[src/design/rvCtrlPkg.sv]
`default_nettype none

package rvCtrlPkg;

    typedef enum logic [2:0] {
        aluOpR      = 3'b000,
        aluOpI      = 3'b001,
        aluOpLoad   = 3'b010,
        aluOpStore  = 3'b011,
        aluOpBranch = 3'b100,
        aluOpJump   = 3'b101,       // jal and jalr share this class
        aluOpLui    = 3'b110,
        aluOpAuipc  = 3'b111
    } aluOpT;

    typedef enum logic [1:0] {
        resAlu      = 2'b00,
        resLoad     = 2'b01,
        resPcPlus4  = 2'b10,        // link value of jal and jalr
        resPcTarget = 2'b11         // auipc
    } resultSrcT;

    typedef enum logic [2:0] {immI, immS, immB, immU, immJ} immSrcT;

    typedef enum logic [1:0] {
        pcSelPlus4  = 2'b00,
        pcSelTarget = 2'b01,        // taken branch or jal
        pcSelAlu    = 2'b11         // jalr
    } pcSrcT;

    typedef enum logic [3:0] {
        aluAdd, aluSub, aluSll, aluSlt, aluSltu, aluXor,
        aluSrl, aluSra, aluOr, aluAnd, aluPassB
    } aluCtrlT;

endpackage

`default_nettype wire

[src/design/rvIsaPkg.sv]
`default_nettype none

package rvIsaPkg;

    localparam int xlen     = 32;                       // data word width
    localparam int opcodeW  = 7;                        // instr[6:0]
    localparam int funct3W  = 3;                        // instr[14:12]
    localparam int regAddrW = 5;                        // rs1, rs2, rd fields

    typedef logic [regAddrW-1:0] regAddrT;              // x0 .. x31

    // major opcodes of the supported subset
    localparam logic [opcodeW-1:0] opR      = 7'b0110011;  // reg-reg alu
    localparam logic [opcodeW-1:0] opI      = 7'b0010011;  // reg-imm alu
    localparam logic [opcodeW-1:0] opLoad   = 7'b0000011;
    localparam logic [opcodeW-1:0] opStore  = 7'b0100011;
    localparam logic [opcodeW-1:0] opBranch = 7'b1100011;
    localparam logic [opcodeW-1:0] opJal    = 7'b1101111;
    localparam logic [opcodeW-1:0] opJalr   = 7'b1100111;
    localparam logic [opcodeW-1:0] opLui    = 7'b0110111;
    localparam logic [opcodeW-1:0] opAuipc  = 7'b0010111;

    localparam logic [funct3W-1:0] f3Beq    = 3'b000;      // branch conditions
    localparam logic [funct3W-1:0] f3Bne    = 3'b001;
    localparam logic [funct3W-1:0] f3Blt    = 3'b100;
    localparam logic [funct3W-1:0] f3Bge    = 3'b101;
    localparam logic [funct3W-1:0] f3Bltu   = 3'b110;
    localparam logic [funct3W-1:0] f3Bgeu   = 3'b111;

    localparam logic [funct3W-1:0] f3Byte   = 3'b000;      // load and store sizes
    localparam logic [funct3W-1:0] f3Half   = 3'b001;
    localparam logic [funct3W-1:0] f3Word   = 3'b010;
    localparam logic [funct3W-1:0] f3ByteU  = 3'b100;      // loads only
    localparam logic [funct3W-1:0] f3HalfU  = 3'b101;

endpackage

`default_nettype wire
[src/design/rvCoreIf.sv]
`default_nettype none

// next-pc selection between the execute and fetch stages
interface pcIf;
    rvCtrlPkg::pcSrcT          pcSrc;
    logic [rvIsaPkg::xlen-1:0] pcTarget;    // pc + imm
    logic [rvIsaPkg::xlen-1:0] aluResult;   // jalr target, bit 0 already cleared
    logic [rvIsaPkg::xlen-1:0] pc;
    logic [rvIsaPkg::xlen-1:0] pcPlus4;

    modport fetch (input pcSrc, pcTarget, aluResult, output pc, pcPlus4);
    modport exec  (output pcSrc, pcTarget, aluResult, input pc, pcPlus4);
endinterface


`default_nettype wire

[src/design/fetchStage.sv]
`default_nettype none

module fetchStage #(
    parameter logic [rvIsaPkg::xlen-1:0] resetPc = '0    // first fetch address
) (
    input  logic clk,
    input  logic rstN,
    pcIf.fetch   pcBus
);

    logic [rvIsaPkg::xlen-1:0] pcNext;                  // d input of the pc register

    assign pcBus.pcPlus4 = pcBus.pc + rvIsaPkg::xlen'(4); // sequential successor

    always_comb begin
        case (pcBus.pcSrc)
            rvCtrlPkg::pcSelTarget: pcNext = pcBus.pcTarget;   // branch taken or jal
            rvCtrlPkg::pcSelAlu:    pcNext = pcBus.aluResult;  // jalr
            default:                pcNext = pcBus.pcPlus4;
        endcase
    end

    always_ff @(posedge clk or negedge rstN) begin
        if (!rstN) begin
            pcBus.pc <= resetPc;                        // held here during reset
        end else begin
            pcBus.pc <= pcNext;                         // one instruction per cycle
        end
    end

    // a jalr base with bit 1 set or a bad offset would break alignment
    pcWordAligned: assert property (
        @(posedge clk) disable iff (!rstN) pcBus.pc[1:0] == 2'b00
    ) else $error("pc %h is not word aligned", pcBus.pc);

endmodule

`default_nettype wire

[src/flat_wrapper.sv]
// flat-port wrapper written by rule: the top's interface ports become plain ports
module fetchStage_flat 
#(
    parameter logic [rvIsaPkg::xlen-1:0] resetPc = '0                          
)
  (clk, rstN, pcBus_pcSrc, pcBus_pcTarget, pcBus_aluResult, pcBus_pc, pcBus_pcPlus4);
  pcIf pcBus_i ();
  input  logic clk;
  input  logic rstN;
  input wire logic [$bits(pcBus_i.pcSrc)-1:0] pcBus_pcSrc;
  input wire logic [$bits(pcBus_i.pcTarget)-1:0] pcBus_pcTarget;
  input wire logic [$bits(pcBus_i.aluResult)-1:0] pcBus_aluResult;
  output wire logic [$bits(pcBus_i.pc)-1:0] pcBus_pc;
  output wire logic [$bits(pcBus_i.pcPlus4)-1:0] pcBus_pcPlus4;
  assign pcBus_i.pcSrc = pcBus_pcSrc;
  assign pcBus_i.pcTarget = pcBus_pcTarget;
  assign pcBus_i.aluResult = pcBus_aluResult;
  assign pcBus_pc = pcBus_i.pc;
  assign pcBus_pcPlus4 = pcBus_i.pcPlus4;
  fetchStage #(.resetPc(resetPc)) u_core (.clk(clk), .rstN(rstN), .pcBus(pcBus_i));
endmodule
[config.mk]
export PLATFORM = sky130hd
export DESIGN_NAME = fetchStage_flat
export DESIGN_NICKNAME = d
export VERILOG_FILES = /design/src/design/rvCtrlPkg.sv /design/src/design/rvIsaPkg.sv /design/src/design/rvCoreIf.sv /design/src/design/fetchStage.sv /design/src/flat_wrapper.sv
export SDC_FILE = /design/constraint.sdc
export NUM_CORES = 1
export LEC_CHECK = 0
export BUFFER_PORTS_ARGS = -buffer_cell sky130_fd_sc_hd__buf_2
export CAP_MARGIN = 20
export CORE_UTILIZATION = 44
export CTS_CLUSTER_DIAMETER = 80
export DETAILED_ROUTE_END_ITERATION = 16
export PLACE_DENSITY = 0.9
export REMOVE_ABC_BUFFERS = 1
export SLEW_MARGIN = 20
export SYNTH_ARGS = -nofsm -noshare
export SYNTH_HDL_FRONTEND = slang
export SYNTH_SLANG_ARGS = --single-unit
export TNS_END_PERCENT = 20
[constraint.sdc]
create_clock -name clk -period 2.67 [get_ports clk]
set_clock_uncertainty 0.15 [all_clocks]
set_input_delay 0.1335 -clock clk [delete_from_list [all_inputs] [get_ports clk]]
set_output_delay 0.1335 -clock clk [all_outputs]
set_load 0.02 [all_outputs]
==> results by group, run 1 <==
Detailed routing
  • Via Count: 2477
  • Wire per inst: 14.9 um
  • Final wirelength: 6.80 mm
  • Post-DRT Antenna Nets: 0
  • Initial drt markers: 113
  • DRC viols: 0
  • Vias per cell: 5.43
  • Drt pass-1 iters: 4

Flow run
  • Max cap viols: 0

GRT
  • GRT Util Overall: 24.7%
  • Initial antenna violation count: 0
  • Vias in the first global route: 2220
  • Wire length of the first global-routing pass: 10.2 mm
  • Largest net degree at the start of global routing: 33
  • Overflow after GRT: 0

Placed design
  • Placed Cells: 440
  • HPWL after detailed placement: 4.93 mm
  • GPL Wtd Cong: 0.772
  • IO Port Bufs: 131

CTS
  • CTS Sinks: 32
  • H-tree Lvls: 2
  • Root Buffer: clkbuf_8
  • Worst-skew pair later-pin latency: 280 ps
  • Clk slew on worst S/H paths: 70 ps
  • CTS tree: built
  • Cts bufs inserted: 5
  • Longest Clk Path Bufs: 2

Worst setup path
  • Critical Path RT: 2390 ps
  • RR Startpoint: u_core.pcBus.pc[3]
  • Setup crit start: u_core.pcBus.pc[3]
  • WS Path Type: flop to output port
  • Startpoint Class: flop
  • Crit path capture type: output port
  • Crit path DAT: 2340 ps
  • Crit Path Max Fanout: 6

Finish
  • P&R area growth vs syn: 41.3%
  • Final net count: 457
  • Fin util: 65.5%
  • Max reg flops: 32
  • Commonest non-fill, non-tap cell in the layout: buf_2
  • Fin cells: 456
  • Top reg by flops: u_core.pcBus.pc
  • Antenna diodes: 0
  • Fill count: 433
  • Most frequent cells in the layout: buf_2 (127), nand2_1 (31), dfrtp_1 (25), mux2i_1 (19)
  • Layout cell share with drive strength beyond 1: 44.0%
  • Largest registers: u_core.pcBus.pc (32)

STA
  • Fmax: 381 MHz
  • Fin. max-slew vios: 0
  • Worst-margin pin slew: 753 ps
  • RSZ-0062 raised after global routing: yes
  • Final setup viols: 0
  • Final hold vios: 0
  • Slew margin rel.: 49.8%
  • Period minus WS final: 2620 ps
  • Ratio of final minimum period to clock period: 98.3%

Synth
  • Number of library cell types mapped by synthesis: 36
  • Flops & latches, synth: 32
  • Mapped Area: 0.00223 mm^2
  • Synth Flop Type: dfrtp_1
  • Syn Inst Count: 254
  • Seq/Total Area, Yosys: 35.9%
  • Post-Syn Area per Cell: 8.79 um^2
  • Number of flops mapped to enable cells by yosys: 0
  • YS warnings: 0
  • FFs w/ async S/R, synth: 100%

Die
  • Ports: 132
  • Core box area: 0.00482 mm^2
  • Die Height: 73.2 um
  • Initial Util: 46.4%
  • Die X: 73.2 um
  • Num rows: 25
  • Die ar.: 0.00536 mm^2

Min path
  • Hold Crit Start: pcBus_aluResult[22]
  • Hold Crit Class: input port to flop

Power and ir drop
  • Power density over the cells: 529 mW/mm^2
  • Static leakage power: 1.48 nW
  • Worst VDD drop: 0.344 mV

Run status
  • Status: completed
==> cell type report <==
type,instances,area (um^2),share of cell area (%)
tap,67,83.8,2.66
inverter,8,30.0,0.952
clock buffer,8,90.1,2.85
sequential,32,810,25.7
timing repair buffer,145,787,24.9
multi-input combinational,196,1360,42.9
==> synthesized netlist by cell type, drive strengths merged, types with 5 or more instances <==
cell | instances | area, um^2
or4 | 11 | 97.6
o21a | 10 | 75.1
a211oi | 13 | 97.6
nor2b | 13 | 81.3
o31ai | 7 | 52.6
mux2i | 19 | 190
xnor2 | 7 | 61.3
a31oi | 12 | 75.1
inv | 8 | 30.0
nand3 | 10 | 55.1
dfrtp | 32 | 801
nand2 | 33 | 124
clkbuf | 13 | 48.8
nor4 | 5 | 31.3
xor2 | 9 | 78.8
nand4 | 9 | 77.6
buf | 5 | 35.0
nor2 | 12 | 45.0
a21oi | 7 | 35.0
==> per-stage QoR <==
step / total power [mW] / hold WS [ps] / TNS [ps] / setup WS [ps] / area (um^2)
floorplan: 0.991 / -312 / 0 / 142 / 2150
global placement: 1.24 / 87.7 / 0 / 262 / 2930
detailed placement: 1.26 / 93.6 / 0 / 199 / 2930
CTS: 1.65 / 3.46 / 0 / 7.39 / 3050
global route: 1.76 / 19.9 / -116 / -61.7 / 3160
finish: 1.67 / 5.11 / 0 / 46.6 / 3160
==> power breakdown <==
part           switching [mW]  internal, mW  leakage [nW]  total (mW)
registers              0.0894         0.546         0.356       0.636
clock network           0.178         0.210        0.0455       0.388
logic                   0.399         0.248          1.07       0.647
total                   0.666          1.00          1.48        1.67
==> what timing repair did <==
item                                    4_1_cts  5_1_grt
pin swaps                                     1        3
hold buffers                                  2        0
setup buffers                                 0        6
endpoints found under the setup margin        4        8
gates cloned                                  0        0
gates resized for setup                       1       23
hold endpoints to repair                     33        0
==> worst max-delay path, cell delays in order, from the launching register on <==
cell and delay [ps]:
dfrtp_2 420, ha_4 160, nand4_2 110, or4_4 550
buf_6 160, buf_4 130, or3_4 330, nand2_2 90
buf_6 120
==> worst paths after layout <==
path | slack, ps | depth (start not counted) | to
setup reg to reg | 350 | 7 | u_core.pcBus.pc[18]
hold reg to reg | 390 | 2 | u_core.pcBus.pc[1]
max in group asynchronous | 1530 | 2 | u_core.pcBus.pc[14]
hold / removal | 5 | 3 | u_core.pcBus.pc[22]
min in group asynchronous | 300 | 2 | u_core.pcBus.pc[27]
setup / recovery | 50 | 8 | pcBus_pcPlus4[18]
==> logic make-up (layout without fill, tap and decap cells) <==
family,Yosys count,count (layout),share of synthesized area (%)
compound gates,58,58,18.0
xor+xnor,16,16,6.27
fa+ha+maj,1,1,0.560
buf+inv,26,161,5.10
flops,32,32,35.9
mux,19,19,8.52
simple gates,102,102,25.7
==> metal layers <==
layer | vias up | part of all wire (%) | routed length (um) | GRT usage, %
li1 | 1207 | - | - | -
met1 | 1157 | 41 | 2820 | 28.5
met2 | 109 | 51 | 3500 | 45.9
met3 | 4 | 6.6 | 449 | 6.08
met4 | 0 | 0.46 | 31 | 5.45
met5 | - | 0 | 0 | 0
No activity file was read; power rests on OpenSTA's default activity.
==> run 2: changes to the inputs <==
--- a/config.mk
+++ b/config.mk
@@ -5,9 +5,10 @@
 export SDC_FILE = /design/constraint.sdc
 export NUM_CORES = 1
 export LEC_CHECK = 0
+export ABC_AREA = 1
 export BUFFER_PORTS_ARGS = -buffer_cell sky130_fd_sc_hd__buf_2
 export CAP_MARGIN = 20
-export CORE_UTILIZATION = 44
+export CORE_UTILIZATION = 45
 export CTS_CLUSTER_DIAMETER = 80
 export DETAILED_ROUTE_END_ITERATION = 16
 export PLACE_DENSITY = 0.9
==> run 2 against run 1 <==
Sequential power fell by 3%; sequential cell count is the same; sequential share of layout area decreased by 3.1 points; largest power group unchanged.
==> results by group, run 2 <==
Run status
  • Status: completed

Worst setup path
  • Startpoint Class: flop
  • Crit path capture type: output port
  • RR Startpoint: u_core.pcBus.pc[2]
  • Reg-to-reg endpoint: u_core.pcBus.pc[10]
  • Critical Path RT: 2390 ps
  • WS Path Type: flop to output port
  • CP endpoint: pcBus_pcPlus4[24]
  • R2r setup slk: 480 ps
  • Crit path DAT: 1970 ps
  • Worst reg-to-reg path cell count: 8
  • Setup crit start: u_core.pcBus.pc[2]
  • Crit Path Max Fanout: 4

CTS
  • CTS tree: built
  • Clk slew on worst S/H paths: 80 ps
  • Cts bufs inserted: 5
  • CTS Sinks: 32
  • H-tree Lvls: 2
  • Cts repair resizes: 0
  • Longest Clk Path Bufs: 2
  • Worst-skew pair later-pin latency: 290 ps
  • Root Buffer: clkbuf_8

Synth
  • Number of flops mapped to enable cells by yosys: 0
  • Mapped Area: 0.00236 mm^2
  • Syn Inst Count: 345
  • Post-Syn Area per Cell: 6.85 um^2
  • Number of library cell types mapped by synthesis: 24
  • Commonest cells post-synth: nand2_1 (131), inv_1 (42), dfrtp_1 (32), nand3_1 (32), nor2_1 (28)
  • Flops & latches, synth: 32
  • Most common cell in the synthesized netlist: nand2_1
  • Synth Flop Type: dfrtp_1
  • Area leader, netlist: dfrtp_1
  • Synth top area cells: dfrtp_1 (34%), nand2_1 (21%), a22o_1 (7.8%)
  • Seq/Total Area, Yosys: 33.9%
  • FFs w/ async S/R, synth: 100%
  • YS warnings: 0
  • Post-synth top area share: 33.9%

Power and ir drop
  • Worst VDD drop: 0.366 mV
  • Static leakage power: 1.92 nW
  • Pwr Total: 1.69 mW
  • Power density over the cells: 476 mW/mm^2

Die
  • Die ar.: 0.00555 mm^2
  • Ports: 132
  • Die X: 74.5 um
  • Initial Util: 46.6%
  • Num rows: 26
  • Core box area: 0.00507 mm^2
  • Die Height: 74.5 um

Detailed routing
  • DRC viols: 0
  • Final wirelength: 7.92 mm
  • Post-DRT Antenna Nets: 0
  • Drt pass-1 iters: 4
  • Wire per inst: 13.6 um
  • Via Count: 2938
  • Initial drt markers: 202
  • Vias per cell: 5.04

Finish
  • Most frequent cells in the layout: nand2_1 (131), buf_2 (131), inv_1 (42), dlygate4sd3_1 (36)
  • P&R area growth vs syn: 49.9%
  • Antenna diodes: 0
  • Layout cell share with drive strength beyond 1: 31.8%
  • Max reg flops: 32
  • Largest registers: u_core.pcBus.pc (32)
  • Top reg by flops: u_core.pcBus.pc
  • Final net count: 581

STA
  • RSZ-0062 raised after global routing: no
  • Ratio of final minimum period to clock period: 84.3%
  • Period minus WS final: 2250 ps
  • Fin. max-slew vios: 0
  • Worst-margin pin slew: 746 ps
  • Setup TNS: 0 ps
  • Final Worst Setup Slack: 420 ps
  • Final setup viols: 0
  • Fmax: 444 MHz
  • Slew margin rel.: 50.3%
  • Final hold vios: 0

Placed design
  • IO Port Bufs: 131
  • HPWL after detailed placement: 5.30 mm
  • Place WS: 750 ps
  • GPL Wtd Cong: 0.959

Flow run
  • Max cap viols: 0

GRT
  • Overflow after GRT: 0
  • GRT Util Overall: 29.3%
  • Largest net degree at the start of global routing: 33
  • Initial antenna violation count: 0
  • Vias in the first global route: 2737
  • Wire length of the first global-routing pass: 12.2 mm

Min path
  • Hold Crit Class: input port to flop
[run 2: metrics by stage]
stage	util [%]	cell area, um^2	std cells	hold WS [ps]
final	69.8	3540	583	0.914
after global placement	60.8	3090	539	79.9
after floorplan	-	2310	334	-312
after CTS	69.8	3540	583	0.645
after detailed placement	60.8	3090	539	88.5
after global routing	69.8	3540	583	21.8
[run 2: what timing repair did]
| item | in CTS | in global routing |
|---|---|---|
| endpoints found under the setup margin | 0 | 0 |
| hold buffers | 36 | 0 |
| buffers inserted | 0 | 0 |
| endpoints found under the hold margin | 55 | 0 |
[run 2: cell type report]
cell class	instances	area, um^2
fill	428	1530
tap	70	87.6
clock inverter	2	15.0
inverter	42	158
clock buffer	6	82.6
sequential	32	801
multi-input combinational	260	1350
timing repair buffer	171	1050
[run 2: cell families (layout without fill, tap and decap cells)]
logic type	after synthesis	in the layout	synth area share, %
AND/OR/NAND/NOR	221	221	41.8
XOR/XNOR	15	15	6.51
buffers and inverters	53	221	8.95
AO/OA/AOI/OAI	23	23	8.31
flip-flops	32	32	33.9
adder cells (fa/ha/maj)	1	1	0.529
[run 2: how the worst min path moves through the flow]
stage,startpoint,to,slack [ps],cells after the start
2_1_floorplan,rstN,u_core.pcBus.pc[0],-310,0
3_3_place_gp,rstN,u_core.pcBus.pc[27],80,1
3_5_place_dp,rstN,u_core.pcBus.pc[27],90,1
4_1_cts,pcBus_aluResult[18],u_core.pcBus.pc[18],0.6,4
5_1_grt,pcBus_pcTarget[11],u_core.pcBus.pc[11],20,4
6_report,pcBus_aluResult[23],u_core.pcBus.pc[23],0.9,4
[run 2: power by group]
part,switching [mW],internal [mW],total (mW)
Clock,0.202,0.209,0.411
Sequential,0.0778,0.542,0.620
Combinational,0.392,0.263,0.655
[run 2: metal layers]
| layer | track usage (%) | wire (um) | vias up |
|---|---|---|---|
| met1 | 34.5 | 3010 | 1358 |
| met2 | 52.1 | 4190 | 154 |
| met4 | 11.7 | 195 | 0 |
| li1 | - | - | 1404 |
| met3 | 5.69 | 528 | 22 |
| met5 | 0 | 0 | - |
[run 2: critical path, cell delays in order (launching register included)]
cell     delay [ps]
dfrtp_1         410
ha_1            240
nand3_1         160
nor2_2          170
nand3_1         170
o21ai_0         230
and2_1          140
buf_2           150
