<file path="src/design/rvCtrlPkg.sv">
`default_nettype none

package rvCtrlPkg;

    typedef enum logic [2:0] {
        aluOpR      = 3'b000,
        aluOpI      = 3'b001,
        aluOpLoad   = 3'b010,
        aluOpStore  = 3'b011,
        aluOpBranch = 3'b100,
        aluOpJump   = 3'b101,       // jal and jalr share this class
        aluOpLui    = 3'b110,
        aluOpAuipc  = 3'b111
    } aluOpT;

    typedef enum logic [1:0] {
        resAlu      = 2'b00,
        resLoad     = 2'b01,
        resPcPlus4  = 2'b10,        // link value of jal and jalr
        resPcTarget = 2'b11         // auipc
    } resultSrcT;

    typedef enum logic [2:0] {immI, immS, immB, immU, immJ} immSrcT;

    typedef enum logic [1:0] {
        pcSelPlus4  = 2'b00,
        pcSelTarget = 2'b01,        // taken branch or jal
        pcSelAlu    = 2'b11         // jalr
    } pcSrcT;

    typedef enum logic [3:0] {
        aluAdd, aluSub, aluSll, aluSlt, aluSltu, aluXor,
        aluSrl, aluSra, aluOr, aluAnd, aluPassB
    } aluCtrlT;

endpackage

`default_nettype wire

</file>
<file path="src/design/rvIsaPkg.sv">
`default_nettype none

package rvIsaPkg;

    localparam int xlen     = 32;                       // data word width
    localparam int opcodeW  = 7;                        // instr[6:0]
    localparam int funct3W  = 3;                        // instr[14:12]
    localparam int regAddrW = 5;                        // rs1, rs2, rd fields

    typedef logic [regAddrW-1:0] regAddrT;              // x0 .. x31

    // major opcodes of the supported subset
    localparam logic [opcodeW-1:0] opR      = 7'b0110011;  // reg-reg alu
    localparam logic [opcodeW-1:0] opI      = 7'b0010011;  // reg-imm alu
    localparam logic [opcodeW-1:0] opLoad   = 7'b0000011;
    localparam logic [opcodeW-1:0] opStore  = 7'b0100011;
    localparam logic [opcodeW-1:0] opBranch = 7'b1100011;
    localparam logic [opcodeW-1:0] opJal    = 7'b1101111;
    localparam logic [opcodeW-1:0] opJalr   = 7'b1100111;
    localparam logic [opcodeW-1:0] opLui    = 7'b0110111;
    localparam logic [opcodeW-1:0] opAuipc  = 7'b0010111;

    localparam logic [funct3W-1:0] f3Beq    = 3'b000;      // branch conditions
    localparam logic [funct3W-1:0] f3Bne    = 3'b001;
    localparam logic [funct3W-1:0] f3Blt    = 3'b100;
    localparam logic [funct3W-1:0] f3Bge    = 3'b101;
    localparam logic [funct3W-1:0] f3Bltu   = 3'b110;
    localparam logic [funct3W-1:0] f3Bgeu   = 3'b111;

    localparam logic [funct3W-1:0] f3Byte   = 3'b000;      // load and store sizes
    localparam logic [funct3W-1:0] f3Half   = 3'b001;
    localparam logic [funct3W-1:0] f3Word   = 3'b010;
    localparam logic [funct3W-1:0] f3ByteU  = 3'b100;      // loads only
    localparam logic [funct3W-1:0] f3HalfU  = 3'b101;

endpackage

`default_nettype wire
</file>
<file path="src/design/rvCoreIf.sv">
`default_nettype none

// next-pc selection between the execute and fetch stages
interface pcIf;
    rvCtrlPkg::pcSrcT          pcSrc;
    logic [rvIsaPkg::xlen-1:0] pcTarget;    // pc + imm
    logic [rvIsaPkg::xlen-1:0] aluResult;   // jalr target, bit 0 already cleared
    logic [rvIsaPkg::xlen-1:0] pc;
    logic [rvIsaPkg::xlen-1:0] pcPlus4;

    modport fetch (input pcSrc, pcTarget, aluResult, output pc, pcPlus4);
    modport exec  (output pcSrc, pcTarget, aluResult, input pc, pcPlus4);
endinterface

// memory access and writeback between the execute and memory stages
interface memIf;
    logic [rvIsaPkg::xlen-1:0] aluResult;   // address or alu value
    logic [rvIsaPkg::xlen-1:0] writeData;   // rs2 for stores
    logic                      memWrite;
    rvCtrlPkg::resultSrcT      resultSrc;
    logic [2:0]                funct3;      // access size
    logic [rvIsaPkg::xlen-1:0] pcPlus4;
    logic [rvIsaPkg::xlen-1:0] pcTarget;
    logic [rvIsaPkg::xlen-1:0] result;      // writeback value

    modport exec (output aluResult, writeData, memWrite, resultSrc, funct3, pcPlus4, pcTarget,
                  input result);
    modport mem  (input aluResult, writeData, memWrite, resultSrc, funct3, pcPlus4, pcTarget,
                  output result);
endinterface

`default_nettype wire

</file>
<file path="src/design/executeStage.sv">
`default_nettype none

module executeStage (
    input  logic              clk,
    input  logic              rstN,
    input  logic [31:0]       instr,
    pcIf.exec                 pcBus,
    memIf.exec                memBus,
    output logic              retireEn,
    output rvIsaPkg::regAddrT retireRd
);

    localparam int xlen = rvIsaPkg::xlen;

    rvCtrlPkg::pcSrcT     pcSrc;
    rvCtrlPkg::resultSrcT resultSrc;
    rvCtrlPkg::immSrcT    immSrc;
    rvCtrlPkg::aluOpT     aluOp;
    rvCtrlPkg::aluCtrlT   aluCtrl;
    logic                 memWrite, aluSrc, regWrite;
    logic                 zeroFlag, negativeFlag, unsignedLess;
    rvIsaPkg::regAddrT    rs1, rs2, rd;
    logic [2:0]           funct3;
    logic                 funct7b5;                 // sub and sra select
    logic [xlen-1:0]      regFile [32];             // entry 0 is never written
    logic [xlen-1:0]      rd1, rd2, immExt, srcB, aluResult;
    logic [xlen:0]        diff;                     // extra bit gives the unsigned borrow
    logic                 overflow;

    assign rs1      = instr[19:15];
    assign rs2      = instr[24:20];
    assign rd       = instr[11:7];
    assign funct3   = instr[14:12];
    assign funct7b5 = instr[30];

    controlUnit ctrl0 (
        .opcode      (instr[6:0]),
        .funct3      (funct3),
        .zeroFlag    (zeroFlag),
        .negativeFlag(negativeFlag),
        .unsignedLess(unsignedLess),
        .pcSrc       (pcSrc),
        .resultSrc   (resultSrc),
        .memWrite    (memWrite),
        .aluSrc      (aluSrc),
        .immSrc      (immSrc),
        .regWrite    (regWrite),
        .aluOp       (aluOp)
    );

    assign rd1 = (rs1 == '0) ? '0 : regFile[rs1];   // x0 reads as zero
    assign rd2 = (rs2 == '0) ? '0 : regFile[rs2];

    assign retireEn = regWrite && rstN;             // nothing retires in reset
    assign retireRd = rd;

    always_ff @(posedge clk) begin
        if (retireEn && rd != '0) begin
            regFile[rd] <= memBus.result;           // alu, load or link value
        end
    end

    always_comb begin
        case (immSrc)
            rvCtrlPkg::immS: immExt = {{20{instr[31]}}, instr[31:25], instr[11:7]};
            rvCtrlPkg::immB: immExt = {{20{instr[31]}}, instr[7], instr[30:25],
                                       instr[11:8], 1'b0};
            rvCtrlPkg::immU: immExt = {instr[31:12], 12'b0};
            rvCtrlPkg::immJ: immExt = {{12{instr[31]}}, instr[19:12], instr[20],
                                       instr[30:21], 1'b0};
            default:         immExt = {{20{instr[31]}}, instr[31:20]};  // I format
        endcase
    end

    always_comb begin
        case (aluOp)
            rvCtrlPkg::aluOpR, rvCtrlPkg::aluOpI: begin
                case (funct3)
                    3'b000:  aluCtrl = (aluOp == rvCtrlPkg::aluOpR && funct7b5) ?
                                       rvCtrlPkg::aluSub : rvCtrlPkg::aluAdd;  // no subi
                    3'b001:  aluCtrl = rvCtrlPkg::aluSll;
                    3'b010:  aluCtrl = rvCtrlPkg::aluSlt;
                    3'b011:  aluCtrl = rvCtrlPkg::aluSltu;
                    3'b100:  aluCtrl = rvCtrlPkg::aluXor;
                    3'b101:  aluCtrl = funct7b5 ? rvCtrlPkg::aluSra : rvCtrlPkg::aluSrl;
                    3'b110:  aluCtrl = rvCtrlPkg::aluOr;
                    default: aluCtrl = rvCtrlPkg::aluAnd;
                endcase
            end
            rvCtrlPkg::aluOpBranch: aluCtrl = rvCtrlPkg::aluSub;   // compare via flags
            rvCtrlPkg::aluOpLui:    aluCtrl = rvCtrlPkg::aluPassB;
            default:                aluCtrl = rvCtrlPkg::aluAdd;   // addresses, jalr
        endcase
    end

    assign srcB         = aluSrc ? immExt : rd2;
    assign diff         = {1'b0, rd1} - {1'b0, srcB};
    assign overflow     = (rd1[xlen-1] != srcB[xlen-1]) && (diff[xlen-1] != rd1[xlen-1]);
    assign zeroFlag     = (diff[xlen-1:0] == '0);
    assign negativeFlag = diff[xlen-1] ^ overflow;  // signed less than
    assign unsignedLess = diff[xlen];               // borrow out

    always_comb begin
        case (aluCtrl)
            rvCtrlPkg::aluSub:   aluResult = diff[xlen-1:0];
            rvCtrlPkg::aluSll:   aluResult = rd1 << srcB[4:0];
            rvCtrlPkg::aluSlt:   aluResult = xlen'(negativeFlag);
            rvCtrlPkg::aluSltu:  aluResult = xlen'(unsignedLess);
            rvCtrlPkg::aluXor:   aluResult = rd1 ^ srcB;
            rvCtrlPkg::aluSrl:   aluResult = rd1 >> srcB[4:0];
            rvCtrlPkg::aluSra:   aluResult = $signed(rd1) >>> srcB[4:0];
            rvCtrlPkg::aluOr:    aluResult = rd1 | srcB;
            rvCtrlPkg::aluAnd:   aluResult = rd1 & srcB;
            rvCtrlPkg::aluPassB: aluResult = srcB;
            default:             aluResult = rd1 + srcB;
        endcase
    end

    assign pcBus.pcSrc     = pcSrc;
    assign pcBus.pcTarget  = pcBus.pc + immExt;                  // branch, jal, auipc
    assign pcBus.aluResult = {aluResult[xlen-1:1], 1'b0};        // jalr drops bit 0

    assign memBus.aluResult = aluResult;
    assign memBus.writeData = rd2;
    assign memBus.memWrite  = memWrite;
    assign memBus.resultSrc = resultSrc;
    assign memBus.funct3    = funct3;
    assign memBus.pcPlus4   = pcBus.pcPlus4;
    assign memBus.pcTarget  = pcBus.pcTarget;

endmodule

`default_nettype wire

</file>
<file path="src/design/controlUnit.sv">
`default_nettype none

module controlUnit (
    input  logic [6:0]           opcode,        // instr[6:0]
    input  logic [2:0]           funct3,        // branch condition
    input  logic                 zeroFlag,      // rs1 == rs2
    input  logic                 negativeFlag,  // rs1 < rs2 signed
    input  logic                 unsignedLess,  // rs1 < rs2 unsigned
    output rvCtrlPkg::pcSrcT     pcSrc,
    output rvCtrlPkg::resultSrcT resultSrc,
    output logic                 memWrite,
    output logic                 aluSrc,        // 1 selects the immediate
    output rvCtrlPkg::immSrcT    immSrc,
    output logic                 regWrite,
    output rvCtrlPkg::aluOpT     aluOp          // class for the alu decoder
);

    always_comb begin
        case (opcode)
            rvIsaPkg::opR:      aluOp = rvCtrlPkg::aluOpR;
            rvIsaPkg::opI:      aluOp = rvCtrlPkg::aluOpI;
            rvIsaPkg::opLoad:   aluOp = rvCtrlPkg::aluOpLoad;
            rvIsaPkg::opStore:  aluOp = rvCtrlPkg::aluOpStore;
            rvIsaPkg::opBranch: aluOp = rvCtrlPkg::aluOpBranch;
            rvIsaPkg::opJal:    aluOp = rvCtrlPkg::aluOpJump;
            rvIsaPkg::opJalr:   aluOp = rvCtrlPkg::aluOpJump;  // rs1 + imm in the alu
            rvIsaPkg::opLui:    aluOp = rvCtrlPkg::aluOpLui;
            rvIsaPkg::opAuipc:  aluOp = rvCtrlPkg::aluOpAuipc;
            default:            aluOp = rvCtrlPkg::aluOpR;
        endcase

        case (opcode)
            rvIsaPkg::opLoad:  resultSrc = rvCtrlPkg::resLoad;
            rvIsaPkg::opJal,
            rvIsaPkg::opJalr:  resultSrc = rvCtrlPkg::resPcPlus4;   // link register value
            rvIsaPkg::opAuipc: resultSrc = rvCtrlPkg::resPcTarget;  // pc + upper imm
            default:           resultSrc = rvCtrlPkg::resAlu;       // lui goes through passB
        endcase

        memWrite = (opcode == rvIsaPkg::opStore);

        case (opcode)
            rvIsaPkg::opR,
            rvIsaPkg::opBranch: aluSrc = 1'b0;      // two register operands
            default:            aluSrc = 1'b1;
        endcase

        case (opcode)
            rvIsaPkg::opStore:  immSrc = rvCtrlPkg::immS;
            rvIsaPkg::opBranch: immSrc = rvCtrlPkg::immB;
            rvIsaPkg::opLui,
            rvIsaPkg::opAuipc:  immSrc = rvCtrlPkg::immU;
            rvIsaPkg::opJal:    immSrc = rvCtrlPkg::immJ;
            default:            immSrc = rvCtrlPkg::immI;  // alu imm, loads and jalr
        endcase

        case (opcode)
            rvIsaPkg::opR, rvIsaPkg::opI, rvIsaPkg::opLoad,
            rvIsaPkg::opJal, rvIsaPkg::opJalr,
            rvIsaPkg::opLui, rvIsaPkg::opAuipc: regWrite = 1'b1;
            default:                            regWrite = 1'b0;  // stores, branches
        endcase

        pcSrc = rvCtrlPkg::pcSelPlus4;              // not-taken default
        case (opcode)
            rvIsaPkg::opBranch: begin
                case (funct3)
                    rvIsaPkg::f3Beq:  if (zeroFlag)      pcSrc = rvCtrlPkg::pcSelTarget;
                    rvIsaPkg::f3Bne:  if (!zeroFlag)     pcSrc = rvCtrlPkg::pcSelTarget;
                    rvIsaPkg::f3Blt:  if (negativeFlag)  pcSrc = rvCtrlPkg::pcSelTarget;
                    rvIsaPkg::f3Bge:  if (!negativeFlag) pcSrc = rvCtrlPkg::pcSelTarget;
                    rvIsaPkg::f3Bltu: if (unsignedLess)  pcSrc = rvCtrlPkg::pcSelTarget;
                    rvIsaPkg::f3Bgeu: if (!unsignedLess) pcSrc = rvCtrlPkg::pcSelTarget;
                    default:          pcSrc = rvCtrlPkg::pcSelPlus4;  // reserved funct3
                endcase
            end
            rvIsaPkg::opJalr: pcSrc = rvCtrlPkg::pcSelAlu;
            rvIsaPkg::opJal:  pcSrc = rvCtrlPkg::pcSelTarget;
            default:          pcSrc = rvCtrlPkg::pcSelPlus4;
        endcase
    end

endmodule

`default_nettype wire

</file>
<file path="src/flat_wrapper.sv">
// flat-port wrapper written by rule: the top's interface ports become plain ports
module executeStage_flat 
  (clk, rstN, instr, retireEn, retireRd, pcBus_pcSrc, pcBus_pcTarget, pcBus_aluResult, pcBus_pc, pcBus_pcPlus4, memBus_aluResult, memBus_writeData, memBus_memWrite, memBus_resultSrc, memBus_funct3, memBus_pcPlus4, memBus_pcTarget, memBus_result);
  pcIf pcBus_i ();
  memIf memBus_i ();
  input  logic clk;
  input  logic rstN;
  input  logic [31:0] instr;
  output logic retireEn;
  output rvIsaPkg::regAddrT retireRd;
  output wire logic [$bits(pcBus_i.pcSrc)-1:0] pcBus_pcSrc;
  output wire logic [$bits(pcBus_i.pcTarget)-1:0] pcBus_pcTarget;
  output wire logic [$bits(pcBus_i.aluResult)-1:0] pcBus_aluResult;
  input wire logic [$bits(pcBus_i.pc)-1:0] pcBus_pc;
  input wire logic [$bits(pcBus_i.pcPlus4)-1:0] pcBus_pcPlus4;
  output wire logic [$bits(memBus_i.aluResult)-1:0] memBus_aluResult;
  output wire logic [$bits(memBus_i.writeData)-1:0] memBus_writeData;
  output wire logic [$bits(memBus_i.memWrite)-1:0] memBus_memWrite;
  output wire logic [$bits(memBus_i.resultSrc)-1:0] memBus_resultSrc;
  output wire logic [$bits(memBus_i.funct3)-1:0] memBus_funct3;
  output wire logic [$bits(memBus_i.pcPlus4)-1:0] memBus_pcPlus4;
  output wire logic [$bits(memBus_i.pcTarget)-1:0] memBus_pcTarget;
  input wire logic [$bits(memBus_i.result)-1:0] memBus_result;
  assign pcBus_pcSrc = pcBus_i.pcSrc;
  assign pcBus_pcTarget = pcBus_i.pcTarget;
  assign pcBus_aluResult = pcBus_i.aluResult;
  assign pcBus_i.pc = pcBus_pc;
  assign pcBus_i.pcPlus4 = pcBus_pcPlus4;
  assign memBus_aluResult = memBus_i.aluResult;
  assign memBus_writeData = memBus_i.writeData;
  assign memBus_memWrite = memBus_i.memWrite;
  assign memBus_resultSrc = memBus_i.resultSrc;
  assign memBus_funct3 = memBus_i.funct3;
  assign memBus_pcPlus4 = memBus_i.pcPlus4;
  assign memBus_pcTarget = memBus_i.pcTarget;
  assign memBus_i.result = memBus_result;
  executeStage u_core (.clk(clk), .rstN(rstN), .instr(instr), .pcBus(pcBus_i), .memBus(memBus_i), .retireEn(retireEn), .retireRd(retireRd));
endmodule
</file>
<file path="config.mk">
export PLATFORM = sky130hd
export DESIGN_NAME = executeStage_flat
export DESIGN_NICKNAME = d
export VERILOG_FILES = /design/src/design/rvCtrlPkg.sv /design/src/design/rvIsaPkg.sv /design/src/design/rvCoreIf.sv /design/src/design/executeStage.sv /design/src/design/controlUnit.sv /design/src/flat_wrapper.sv
export SDC_FILE = /design/constraint.sdc
export NUM_CORES = 2
export LEC_CHECK = 0
export ABC_AREA = 1
export BUFFER_PORTS_ARGS = -buffer_cell sky130_fd_sc_hd__buf_2
export CAP_MARGIN = 10
export CORE_UTILIZATION = 45
export DETAILED_ROUTE_END_ITERATION = 16
export PLACE_DENSITY = 0.58
export RECOVER_POWER = 25
export SLEW_MARGIN = 20
export SYNTH_ARGS = -nofsm -noshare
export SYNTH_HDL_FRONTEND = slang
export SYNTH_HIERARCHICAL = 1
export SYNTH_SLANG_ARGS = --single-unit
</file>
<file path="constraint.sdc">
create_clock -name clk -period 8.6 [get_ports clk]
set_input_delay 0.43 -clock clk [delete_from_list [all_inputs] [get_ports clk]]
set_output_delay 0.43 -clock clk [all_outputs]
set_load 0.03 [all_outputs]
</file>
==> run summary <==
Min Clock Period, post-route -> 8.03 ns
Wire per inst -> 28.8 um
Post-DP HPWL -> 171 mm
Clock tree buffer depth -> 3
Hold Startpoint -> memBus_result[29]
Area Overhead vs Synth -> 10.8%
Congestion Overflow GR -> 0
Power Total -> 13.4 mW
Cells after Synth -> 7479
Largest Register -> u_core/regFile
GP Congestion -> 1.04
Peak Freq -> 124 MHz
Final WL -> 274 mm
Via density -> 6.31
Setup_tns -> 0 ns
Synth top area cells -> edfxtp_1 (49%), o21ai_0 (7.9%), nor2_1 (7.3%)
Yosys top cell by area -> edfxtp_1
Slew headroom -> 13.5%
Utilization after layout -> 50.5%
Post-Layout Cell Count -> 9502
CP Data Arrival Time -> 7.60 ns
Post-synthesis register bit count -> 1024
Final Hold Vio Count -> 0
CP required -> 8.17 ns
Width of the chip -> 376 um
PwrDens -> 193 nW/um^2
Crit Path Category -> in -> out
Yosys cell types -> 58
Initial Util -> 45.5%
Htree depth -> 3
GR peak layer -> met2
Clk root buf -> clkbuf_16
Final Setup Violations -> 0
Ys async rst share -> 0%
Sequential fraction of the synthesis area -> 48.9%
Total number of vias -> 60000
Grt met2 use -> 58.1%
Syn_area_per_cell -> 8.40 um^2
Hold Path Sink -> u_core/regFile[5][29]
Syn Std Cell Area -> 62800 um^2
Fin. max-slew vios -> 0
EDFF count, synth -> 1024
Critical path capture point type -> primary output
Design area -> 69700 um^2
Sequential cell area -> 30700 um^2
Fin crit share -> 93.4%
Prevailing post-synth register cell -> edfxtp_1
Max Cap Viol -> 0
Final ANT Viol Nets -> 0
First-pass GRT wire length -> 387 mm
Vias in the first global route -> 55300
Total global-route track usage -> 37.7%
Slew @ Worst Pin -> 1.30 ns
Placed Instances -> 9296
Boundary pin count -> 336
Layout cell share with drive strength beyond 1 -> 10.6%
Crit path launch type -> input port
# hold bufs at CTS -> 0
Fillers -> 12900
Area after DPL -> 66300 um^2
Largest net degree at the start of global routing -> 112
Hold Path Cell Cnt -> 1
Post CTS Setup Buffer Count -> 0
Total die area -> 141000 um^2
Initial antenna violation count -> 14
Hold Path Class -> in -> reg
Clk slew on worst S/H paths -> 0.07 ns
Yosys Warn Count -> 6
Multi-input gate area -> 27500 um^2
Buf/Inv on CP -> 11
Worst Path Max Fanout -> 39
Fin Hold WS -> 0.206 ns
WP depth -> 47
Status -> finished, final reports clean
Die Y -> 376 um
Max reg flops -> 1024
Placement Setup Slack -> 0.541 ns
Crit path top cell by count -> nand2_1
Met1 usage -> 47.7%
Biggest regs -> u_core/regFile (1024)
Slowest CP cell -> buf_4
Critical path's top delay family -> simple AND/OR/NAND/NOR gates
Max IR drop VDD -> 159 uV
LEAKAGE -> 26.7 nW
Yosys top cell area share -> 48.9%
Core Region -> 138000 um^2
# rows -> 136
DRC -> 0
DR pass1 iterations -> 7
Critical path's largest stage delay -> 0.55 ns
Final net count -> 7808
GR met3 Demand/Resource -> 8.39%
CTS tree -> built
Clock Sinks -> 1024
Final worst-path setup slack -> 0.566 ns
TritonCTS Buffers -> 111
Number of DRC markers in iteration 0 -> 8191
IO Port Bufs -> 270
cell usage after synthesis (all sizes together) (60+ instances only):
master and count:
o221ai 193, nor2 1224, buf 425, a21oi 326, o21ai 1061, nand3 742
edfxtp 1024, inv 433, o211ai 187, clkbuf 212, ha 128, nand2 1168
xor2 60
layer usage:
layer  vias to the layer above  routed length, um
met1                     28700             103000
met2                      4096             120000
met4                        10              20000
li1                      26300                  -
met3                       931              30600
met5                         -                 71
area by class of cell:
| class | count | share of cell area (%) |
|---|---|---|
| sequential | 1024 | 44.1 |
| multi-input combinational | 5410 | 39.4 |
| timing repair buffer | 559 | 5.84 |
| clock buffer | 142 | 4.19 |
| tap | 1863 | 3.35 |
| inverter | 440 | 2.43 |
| clock inverter | 56 | 0.611 |
| antenna | 8 | 0.0287 |
cells by family (layout without fill, tap and decap cells):
group / Yosys count / in the layout / share of synthesized area [%]
other: 1 / 41 / 0.00597
AOI/OAI and AO/OA: 1900 / 1900 / 17.5
xor gates and xnor gates: 69 / 69 / 0.962
and+or+nand+nor: 3259 / 3259 / 21.6
adders and majority gates: 132 / 132 / 2.68
muxes: 17 / 17 / 0.271
buffers and inverters: 1077 / 1197 / 8.05
DFF: 1024 / 1024 / 48.9
what timing repair did:
item | 4_1_cts | 5_1_grt
hold endpoints to repair | 0 | 0
setup endpoints to repair | 0 | 1
resized for setup | 0 | 11
how the worst max path moves through the flow:
stage | start | end | slack, ns
6_report | instr[22] | pcBus_pcSrc[0] | 0.57
5_1_grt | instr[4] | pcBus_pcSrc[0] | -0.006
4_1_cts | instr[0] | pcBus_pcSrc[0] | 0.48
3_5_place_dp | instr[0] | pcBus_pcSrc[0] | 0.54
3_3_place_gp | instr[0] | pcBus_pcSrc[0] | 0.56
2_1_floorplan | instr[4] | pcBus_pcSrc[0] | 1.68
placed cells by master, fill, tap and decap left out, drive strengths merged, types with 6 or more instances in the layout:
cell type	instances
o22ai	58
o2111ai	10
nand3	742
nand4	30
inv	441
clkbuf	167
xnor2	9
mux2i	17
diode	8
nor2	1224
nand3b	6
edfxtp	1024
buf	534
o221ai	193
ha	128
a31oi	15
conb	33
o21a	8
nor4	14
nor3	34
a211oi	7
nand2	1168
o21ai	1061
or2	38
xor2	60
o211ai	187
clkinv	49
a21boi	10
a21oi	326
o21bai	6
power breakdown:
part	switching [mW]	internal, mW	leakage (nW)
Combinational	2.51	0.894	15.8
Clock	2.00	2.50	1.63
Sequential	0.00879	5.51	9.23
Total	4.53	8.91	26.7
Power figures use the tool's default switching activity.
